==> config.mk <==
export PLATFORM = sky130hd
export DESIGN_NAME = spi_tx_channel_flat
export DESIGN_NICKNAME = d
export VERILOG_FILES = /design/src/spi_pkg.sv /design/src/spi_load_if.sv /design/src/spi_tx_channel.sv /design/src/flat_wrapper.sv
export SDC_FILE = /design/constraint.sdc
export NUM_CORES = 1
export LEC_CHECK = 0
export BUFFER_PORTS_ARGS = -buffer_cell sky130_fd_sc_hd__buf_2
export CORE_ASPECT_RATIO = 1.75
export CORE_MARGIN = 2
export CORE_UTILIZATION = 61
export DETAILED_ROUTE_END_ITERATION = 16
export PLACE_DENSITY = 0.82
export REMOVE_ABC_BUFFERS = 1
export SLEW_MARGIN = 5
export SYNTH_ARGS = -nofsm -noshare
export SYNTH_HDL_FRONTEND = slang
export SYNTH_SLANG_ARGS = --single-unit
==> constraint.sdc <==
create_clock -name clk -period 4.3 [get_ports clk]
set_input_delay 0.86 -clock clk [delete_from_list [all_inputs] [get_ports clk]]
set_output_delay 0.86 -clock clk [all_outputs]
set_load 0.03 [all_outputs]
==> src/spi_pkg.sv <==
`default_nettype none

package spi_pkg;

   //############################################################
   // Widths
   //############################################################
   localparam int AW  = 32;          // Address and data width
   localparam int PW  = 2*AW + 40;   // Mesh packet, 104 bits
   localparam int SW  = 8;           // SPI byte
   localparam int TXW = 2*AW;        // srcaddr above data
   localparam int DSW = 4;           // Byte count 1..8

   //############################################################
   // Packet layout, bit offsets
   //############################################################
   localparam int WR_LSB   = 0;                 // write
   localparam int DM_LSB   = WR_LSB + 1;        // datamode
   localparam int DM_W     = 2;
   localparam int CM_LSB   = DM_LSB + DM_W;     // ctrlmode
   localparam int CM_W     = 5;
   localparam int DST_LSB  = CM_LSB + CM_W;     // dstaddr
   localparam int SRC_LSB  = DST_LSB + AW;      // srcaddr
   localparam int DATA_LSB = SRC_LSB + AW;      // data

   // TX data register, matched on dstaddr[5:0]
   localparam logic [5:0] SPI_TX = 6'h10;
   localparam int CH_LSB = 8;                   // Channel select in dstaddr

   // Channel index width, never zero
   function automatic int ch_bits(input int n);
      return (n > 1) ? $clog2(n) : 1;
   endfunction

endpackage

`default_nettype wire

==> src/spi_load_if.sv <==
`default_nettype none

// One decoded TX write, decoder to a single channel
interface spi_load_if;

   logic                      load;      // One-cycle strobe
   logic [spi_pkg::DSW-1:0]   datasize;  // Bytes to emit
   logic [spi_pkg::TXW-1:0]   tx_data;   // LSB byte goes first
   logic                      busy;      // Serializer still draining

   modport decoder (
      output load, datasize, tx_data,
      input  busy
   );

   modport channel (
      input  load, datasize, tx_data,
      output busy
   );

endinterface

`default_nettype wire

==> src/spi_tx_channel.sv <==
`default_nettype none

module spi_tx_channel #(
   parameter int DEPTH = 16
) (
   input  logic                     clk,
   input  logic                     rst,
   spi_load_if.channel              ld,
   input  logic                     fifo_read,
   output logic                     fifo_empty,
   output logic [spi_pkg::SW-1:0]   fifo_dout
);

   localparam int PTRW = (DEPTH > 1) ? $clog2(DEPTH) : 1;
   localparam int CNTW = $clog2(DEPTH + 1);

   logic [spi_pkg::TXW-1:0]   shreg;      // Pending payload
   logic [spi_pkg::DSW-1:0]   left;       // Bytes still to push
   logic                      wr_en;
   logic                      rd_en;
   logic                      prog_full;

   logic [spi_pkg::SW-1:0]    mem [DEPTH];
   logic [PTRW-1:0]           wr_ptr;
   logic [PTRW-1:0]           rd_ptr;
   logic [CNTW-1:0]           count;      // Occupancy

   // Wrap for any depth
   function automatic logic [PTRW-1:0] next_ptr(input logic [PTRW-1:0] p);
      return (p == PTRW'(DEPTH - 1)) ? '0 : p + 1'b1;
   endfunction

   //############################################################
   // Parallel to serial
   //############################################################
   assign ld.busy = (left != '0);
   assign wr_en   = ld.busy & ~prog_full;  // Stall on prog_full, busy stretches

   always_ff @(posedge clk) begin
      if (rst) begin
         left <= '0;
      end else if (ld.load) begin
         left <= ld.datasize;              // Decoder only loads when idle
      end else if (wr_en) begin
         left <= left - 1'b1;
      end
   end

   // LSB first, drop one byte per write
   always_ff @(posedge clk) begin
      if (ld.load) begin
         shreg <= ld.tx_data;
      end else if (wr_en) begin
         shreg <= shreg >> spi_pkg::SW;
      end
   end

   //############################################################
   // Byte FIFO, show-ahead
   //############################################################
   assign fifo_empty = (count == '0);
   assign prog_full  = (count >= CNTW'(DEPTH - 1));
   assign rd_en      = fifo_read & ~fifo_empty;
   assign fifo_dout  = mem[rd_ptr];        // Head visible before the pop

   always_ff @(posedge clk) begin
      if (wr_en) begin
         mem[wr_ptr] <= shreg[spi_pkg::SW-1:0];
      end
   end

   always_ff @(posedge clk) begin
      if (rst) begin
         wr_ptr <= '0;
         rd_ptr <= '0;
         count  <= '0;
      end else begin
         if (wr_en) begin
            wr_ptr <= next_ptr(wr_ptr);
         end
         if (rd_en) begin
            rd_ptr <= next_ptr(rd_ptr);
         end
         case ({wr_en, rd_en})
            2'b10:   count <= count + 1'b1;
            2'b01:   count <= count - 1'b1;
            default: count <= count;       // Both or neither
         endcase
      end
   end

endmodule

`default_nettype wire

==> src/flat_wrapper.sv <==
// flat-port wrapper written by rule: the top's interface ports become plain ports
module spi_tx_channel_flat 
#(
   parameter int DEPTH = 16
)
  (clk, rst, fifo_read, fifo_empty, fifo_dout, ld_load, ld_datasize, ld_tx_data, ld_busy);
  spi_load_if ld_i ();
  input  logic clk;
  input  logic rst;
  input  logic fifo_read;
  output logic fifo_empty;
  output logic [spi_pkg::SW-1:0] fifo_dout;
  input wire logic [$bits(ld_i.load)-1:0] ld_load;
  input wire logic [$bits(ld_i.datasize)-1:0] ld_datasize;
  input wire logic [$bits(ld_i.tx_data)-1:0] ld_tx_data;
  output wire logic [$bits(ld_i.busy)-1:0] ld_busy;
  assign ld_i.load = ld_load;
  assign ld_i.datasize = ld_datasize;
  assign ld_i.tx_data = ld_tx_data;
  assign ld_busy = ld_i.busy;
  spi_tx_channel #(.DEPTH(DEPTH)) u_core (.clk(clk), .rst(rst), .ld(ld_i), .fifo_read(fifo_read), .fifo_empty(fifo_empty), .fifo_dout(fifo_dout));
endmodule
==> qor.csv, run 1 <==
metric;value;unit
wl_per_cell;21.7;um
cp.required;3440;ps
ir_drop;0.443;mV
via_count;4619;
yosys_register_bits;213;
placeableCoreArea;14200;um2
min_path_type;register to register;
clock_latency;480;ps
synth_top_area_frac;0.658;
p_leak;3.48;nW
firstDrtPassIters;5;
path_buf_inv;2;
p_int;0.00423;W
syn_to_final_growth;13.2;%
synth_flop_cell;edfxtp_1;
start_util;0.616;
r2r_start;u_core.left[0];
gp_congestion;0.768;
yosysMostFrequentCell;edfxtp_1;
clock_power_share;0.286;
path_max_fanout;14;
swShare;0.276;
cp_data_arrival_time;2600;ps
ys_seq_area_frac;0.706;
vias_per_cell;6.07;
pwr-share-comb;0.211;
antenna_left;0;
rsz0062_at_grt;no;
drive_above_1_share;0.365;
slowest_delay;640;ps
slew_headroom;0.268;
yosysTopAreaCell;edfxtp_1;
cts_buffers;18;
critPathCaptureType;primary output;
fin_setup_tns;0;ps
fin_worst_skew;8.77;ps
die_h;163;um
rows;58;
synth_edf_count;192;
h-tree-depth;1;
die_w;94.6;um
nNetsFinal;651;
p_per_area;589;nW/um2
maxCapViolations;0;
dieArea;15400;um2
cts_tree;yes;
grt_use_total;0.223;
worst_pin_slew;1090;ps
power_switching;0.00161;W
cts_root_buf;clkbuf_16;
synth-async-reset-ratio;0;
io_pins;82;
cp_top_family;flip-flops;
fin_crit_sh;0.804;
clock-sinks;213;
clockBufferDepth;3;
synthCells;489;
antenna_cells;0;
ys_warn_count;0;
drc_errors;0;
synth_common_cells;edfxtp_1 (192), mux2_2 (57), mux4_2 (32);
syn_area_per_cell;17.9;um2
fmax;289;MHz
seqPwrFrac;0.503;
num-fill-cells;920;
grt_pass1_wl;25700;um
synth_cell_types;54;
status;finished clean;
power;0.00584;W
cts_resized;0;
setup.worst_path.class;register to primary output;
first_global_vias;4870;
antenna_found_initial;0;
synth.cell_area;8760;um2
fin_crit;3460;ps
drt-total-wl;16500;um
path_cells;buf_4, mux4_2, a22oi_1, nand2_1, buf_2;
setup_viol;0;
final_max_slew_viol_count;0;
min_from;u_core.rd_ptr[3];
grt_max_degree;69;
ctsHoldBuffers;0;
dp_hpwl;11000;um
cp_slowest_cell;dfxtp_2;
path_clk_slew;60;ps
gr-total-overflow;0;
post_cts_buffers;0;
cp-start-kind;register;
first_iter_violations;222;
finalHoldViolations;0;
ys_top_cells_by_area;edfxtp_1 (66%), mux4_2 (8.2%), mux2_2 (7.3%);
io_buffers;81;
[power by group through the flow]
stage	registers, W	clock network [W]	logic [W]
3_3_place_gp	0.00295	0	0.00118
3_5_place_dp	0.00299	0	0.00123
6_report	0.00294	0.00167	0.00123
2_1_floorplan	0.00293	0	0.000872
5_1_grt	0.00299	0.00177	0.00133
4_1_cts	0.00295	0.00169	0.00124
[through the flow]
step                 util  hold slack [ps]  std cells  cell area, um2  worst slack, ps
floorplan               -              465        463            8640              958
global placement    0.655              494        729            9310             1400
detailed placement  0.655              514        729            9310             1260
CTS                 0.697              518        761            9920              765
global route        0.697              532        761            9920              648
finish              0.697              515        761            9920              841
[path summary, 6_finish.rpt]
path / slack, ps / to / depth (start not counted)
setup / recovery: 840 / fifo_dout[7] / 5
hold / removal: 520 / register / 2
setup reg to reg: 1190 / u_core.count[4] / 12
hold reg to reg: 520 / register / 2
[area by class of cell]
type	count	area (um2)	share of cell area
clock buffer	24	494	0.0498
clock inverter	8	114	0.0115
tap	180	225	0.0227
multi-input combinational	240	2420	0.244
timing repair buffer	86	443	0.0447
sequential	213	6190	0.624
inverter	10	37.5	0.00378
[layer usage]
metal	routed length, um	GRT usage	vias to the layer above	share of wire
met3	1030	0.0518	25	0.062
li1	-	-	2091	-
met4	395	0.0771	0	0.024
met2	9470	0.413	170	0.57
met5	0	0	-	0
met1	5590	0.247	2333	0.34
[state kept, by name, summed over array words and instances, names as in the netlist, named ones only]
name	count
u_core.rd_ptr	4
u_core.wr_ptr	4
u_core.left	4
u_core.count	5
u_core.mem	128
u_core.shreg	64
[placed cells by master, fill, tap and decap left out, drive strengths merged, types with 2 or more instances in the layout]
| master | instances |
|---|---|
| ha | 10 |
| nor3b | 2 |
| nand3 | 5 |
| clkbuf | 24 |
| xnor2 | 3 |
| clkinv | 5 |
| a211oi | 2 |
| nor2 | 17 |
| dfxtp | 21 |
| bufinv | 3 |
| or3 | 2 |
| and4 | 4 |
| a21oi | 10 |
| buf | 86 |
| mux2i | 3 |
| inv | 10 |
| a22oi | 16 |
| nor2b | 3 |
| or4 | 2 |
| nor4 | 4 |
| and3 | 2 |
| edfxtp | 192 |
| mux4 | 32 |
| mux2 | 57 |
| nor3 | 3 |
| xor2 | 4 |
| nand2b | 3 |
| and2 | 21 |
| o21ai | 4 |
| nand2 | 15 |
[kinds of logic (layout without fill, tap and decap cells)]
group | count (synthesis) | in the layout | synth area share
mux | 92 | 92 | 0.159
buf+inv | 36 | 128 | 0.0183
compound gates | 46 | 46 | 0.0384
simple gates | 85 | 85 | 0.0570
xor+xnor | 7 | 7 | 0.00700
flops | 213 | 213 | 0.706
fa+ha+maj | 10 | 10 | 0.0143
[tightest hold or removal path, delay by kind of cell, from the launching register on]
family / cells / cell delay [ps]
AO/OA/AOI/OAI: 2 / 140
flip-flops: 1 / 320
Power figures use the tool's default switching activity.
==> run 2, diff against run 1 <==
CORE_UTILIZATION = 59   (was 61)
PLACE_DENSITY = 0.79   (was 0.82)
clock period = 3.6 ns   (was 4.3 ns; I/O delays follow)
==> qor.csv, run 2 (synthesized netlist as in run 1, its figures left out) <==
metric;value;unit
status;finished clean;
clockBufferDepth;3;
grt_pass1_wl;24800;um
layout_common_cells;edfxtp_1 (192), buf_2 (81), mux2_2 (57), mux4_2 (32), and2_1 (21);
rsz0062_at_grt;no;
io_pins;82;
final_max_slew_viol_count;0;
dp_hpwl;10900;um
fin_crit;3050;ps
use_met1;0.234;
rows;59;
ir_drop;0.629;mV
h-tree-depth;1;
die_w;96.1;um
fin_worst_skew;7.00;ps
grt_use_met2;0.394;
p_int;0.00507;W
met3_usage;0.0318;
fin_setup_tns;0;ps
critPathCaptureType;register;
swShare;0.278;
drive_above_1_share;0.366;
final_core_util;0.678;
drc_errors;0;
cp.required;3940;ps
wl_per_cell;21.1;um
finalHoldViolations;0;
gp_congestion;0.826;
fmax;328;MHz
cp_data_arrival_time;3380;ps
min_path_type;input port to register;
largest_register_ffs;128;
clock_power_share;0.291;
p_per_area;705;nW/um2
first_iter_violations;270;
cts_root_buf;clkbuf_16;
firstDrtPassIters;4;
path_clk_slew;70;ps
post_cts_buffers;0;
io_buffers;81;
pwr-share-comb;0.215;
drt-total-wl;16100;um
syn_to_final_growth;13.7;%
gr-max-usage-layer;met2;
gr-total-overflow;0;
setup.worst_path.class;register to register;
power_switching;0.00195;W
ctsHoldBuffers;0;
nNetsFinal;651;
setup_viol;0;
placeableCoreArea;14700;um2
start_util;0.596;
largest_register;u_core.mem;
cts_tree;yes;
first_global_vias;4801;
antenna_found_initial;0;
dieArea;15900;um2
antenna_left;0;
vias_per_cell;5.99;
die_h;165;um
seqPwrFrac;0.494;
worst_pin_slew;679;ps
antenna_cells;0;
clock_latency;480;ps
cts_buffers;19;
layout_commonest_cell;edfxtp_1;
maxCapViolations;0;
path_max_fanout;10;
cp-start-kind;register;
worst_r2r_path_depth;12;
via_count;4582;
grt_use_total;0.209;
hold_path_depth;3;
p_leak;3.49;nW
clock-sinks;213;
grt_max_degree;65;
slew_headroom;0.546;
top_regs;u_core.mem x128, u_core.shreg x64, u_core.count x5;
fin_crit_sh;0.847;
cts_resized;0;
run 2: changes by cell type in the layout (fill, tap and decap cells not counted), sizes merged:
cell,change
clkinv,+1
inv,+1
buf,-1
clkinvlp,+2
clkbuf,-2
run 2: cell type report:
cell class	instances	area [um2]
Clock buffer	22	487
Clock inverter	12	144
Tap cell	183	229
Fill cell	983	4730
Multi-Input combinational cell	240	2420
Inverter	10	37.5
Timing Repair Buffer	85	460
Sequential cell	213	6190
run 2: metal layers:
metal	up-vias	wire length, um
met1	2294	5640
met2	169	9170
li1	2094	-
met4	0	379
met5	-	0
met3	25	925
run 2: worst paths after layout:
check	start	slack, ps	endpoint
max	u_core.left[0]	550	u_core.count[4]
min reg2reg	u_core.rd_ptr[0]	530	register
max reg2reg	u_core.left[0]	550	u_core.count[4]
min	ld_datasize[2]	520	u_core.left[2]
run 2: power by group through the flow:
| stage | combinational [W] | sequential, W | clock, W |
|---|---|---|---|
| floorplan | 0.00104 | 0.00350 | 0 |
| global placement | 0.00147 | 0.00348 | 0 |
| detailed placement | 0.00153 | 0.00353 | 0 |
| CTS | 0.00153 | 0.00347 | 0.00208 |
| global route | 0.00165 | 0.00352 | 0.00216 |
| finish | 0.00151 | 0.00347 | 0.00204 |
run 2: critical path, stage by stage (launching register included):
cell and delay (ps):
dfxtp_1 340, inv_1 90, ha_1 160, nor3b_2 490
nor2_8 120, inv_2 160, ha_1 340, xor2_1 120
ha_1 200, a21oi_2 210, a32oi_1 160, a221oi_1 330
o311ai_0 180
run 2: metrics by stage:
stage	hold slack [ps]	setup WS, ps	std cells	instance area [um2]	power (W)
2_1_floorplan	465	398	463	8640	0.00455
3_3_place_gp	495	810	731	9330	0.00495
3_5_place_dp	516	624	731	9330	0.00506
4_1_cts	495	596	765	9960	0.00709
5_1_grt	508	337	765	9960	0.00733
6_report	517	551	765	9960	0.00702
==> run 3, diff against run 2 <==
CORE_UTILIZATION = 53   (was 59)
PLACE_DENSITY = 0.75   (was 0.79)
clock period = 2.55 ns   (was 3.6 ns; I/O delays follow)
==> qor.csv, run 3 (synthesized netlist as in run 1, its figures left out) <==
metric;value;unit
firstDrtPassIters;5;
grt_use_total;0.196;
critPathCaptureType;primary output;
fin_worst_skew;14.4;ps
path_max_fanout;8;
largest_register_ffs;128;
cts_root_buf;clkbuf_16;
multi_input_area;2540;um2
fin_setup_tns;-320;ps
layout_commonest_cell;edfxtp_1;
p_leak;3.64;nW
top_regs;u_core.mem x128, u_core.shreg x64, u_core.count x5;
slew_headroom;0.620;
cp-endpoint;fifo_dout[2];
rsz0062_at_grt;yes;
cp-start-kind;register;
drc_errors;0;
h-tree-depth;1;
antenna_cells;0;
rr_endpoint;u_core.count[4];
setup_viol;8;
gr-total-overflow;0;
clockBufferDepth;3;
drt-total-wl;16700;um
worst_pin_slew;569;ps
violations;negative setup slack;
first_global_vias;5148;
first_iter_violations;253;
via_count;4653;
finish.instance_area;10400;um2
drive_above_1_share;0.432;
p_per_area;991;nW/um2
worst_r2r_path_depth;10;
maxCapViolations;0;
placeableCoreArea;16300;um2
post-route-worst-setup-slack;-60.0;ps
io_pins;82;
path_clk_slew;70;ps
r2r_start;u_core.count[3];
fmax;383;MHz
dp_hpwl;11300;um
layout_common_cells;edfxtp_1 (192), buf_2 (73), mux2_2 (57), mux4_2 (32), buf_4 (22);
dieArea;17600;um2
place_area;9500;um2
min_path_type;input port to register;
fin_crit_sh;1.02;
die_w;101;um
num-fill-cells;1145;
wl_per_cell;21.0;um
largest_register;u_core.mem;
register_area;6190;um2
final_max_slew_viol_count;0;
ir_drop;0.633;mV
finalHoldViolations;0;
grt_max_degree;45;
clock-sinks;213;
vias_per_cell;5.85;
syn_to_final_growth;18.2;%
nNetsFinal;677;
start_util;0.538;
grt_pass1_wl;26400;um
cts_tree;yes;
io_buffers;81;
cts_buffers;19;
gp_congestion;0.778;
setup.worst_path.class;register to primary output;
clock_latency;490;ps
power;0.0103;W
antenna_found_initial;0;
rows;62;
cp_data_arrival_time;2100;ps
antenna_left;0;
die_h;174;um
status;complete, but fails checks;
fin_crit;2610;ps
r2r_slack;10;ps
cp.required;2040;ps
-- run 3: cell count changes in the layout (fill, tap and decap cells not counted), sizes merged --
cell | previous run | this run
clkinvlp | 2 | 1
bufinv | 3 | 1
clkbuf | 22 | 20
buf | 85 | 111
inv | 11 | 12
-- run 3: worst min-delay path by stage --
| stage | to | start | cells after the start |
|---|---|---|---|
| 5_1_grt | u_core.shreg[61] | ld_tx_data[61] | 2 |
| 3_5_place_dp | register | u_core.rd_ptr[3] | 2 |
| 3_3_place_gp | register | u_core.rd_ptr[0] | 2 |
| 2_1_floorplan | register | u_core.rd_ptr[3] | 2 |
| 4_1_cts | u_core.shreg[62] | ld_tx_data[62] | 2 |
| 6_report | u_core.shreg[60] | ld_tx_data[60] | 2 |
-- run 3: power by group --
part / internal (W) / leakage (nW) / switching (W)
combinational: 0.00136 / 1.37 / 0.00143
clock: 0.00147 / 0.274 / 0.00117
sequential: 0.00453 / 1.99 / 0.000310
-- run 3: worst max-delay path, cell delays in order (launching register included) --
cell	delay [ps]
dfxtp_4	410
buf_12	130
buf_16	140
mux4_2	530
a22oi_2	170
nand2_1	80
buf_6	140
-- run 3: per-layer routing --
layer  global-route usage  wire (um)  share of wire  vias up
li1                     -          -              -     2147
met1                0.212       5760           0.34     2332
met2                0.380       9770           0.58      145
met3               0.0402        920          0.055       29
met4               0.0467        269          0.016        0
met5                    0          0              0        -
-- run 3: through the flow --
step	cells	worst slack, ps	hold slack (ps)	util
detailed placement	759	-55.9	513	0.583
floorplan	463	-442	465	-
global placement	759	9.69	489	0.583
global route	796	-135	299	0.636
CTS	796	-112	290	0.633
finish	796	-60.0	305	0.636
-- run 3: final cells by class --
class                   instances  area share
repair buffers                111      0.0755
clock inverters                10     0.00797
inverters                      10     0.00362
multi-input cells             240       0.246
clock buffers                  20      0.0463
well taps                     192      0.0232
flip-flops and latches        213       0.598
-- run 3: what timing repair did --
| item | 4_1_cts | 5_1_grt |
|---|---|---|
| setup endpoints to repair | 9 | 10 |
| pin swaps | 21 | 9 |
| setup buffers | 4 | 1 |
| gates resized for setup | 36 | 15 |
| cloned | 3 | 0 |
| hold buffers | 0 | 0 |
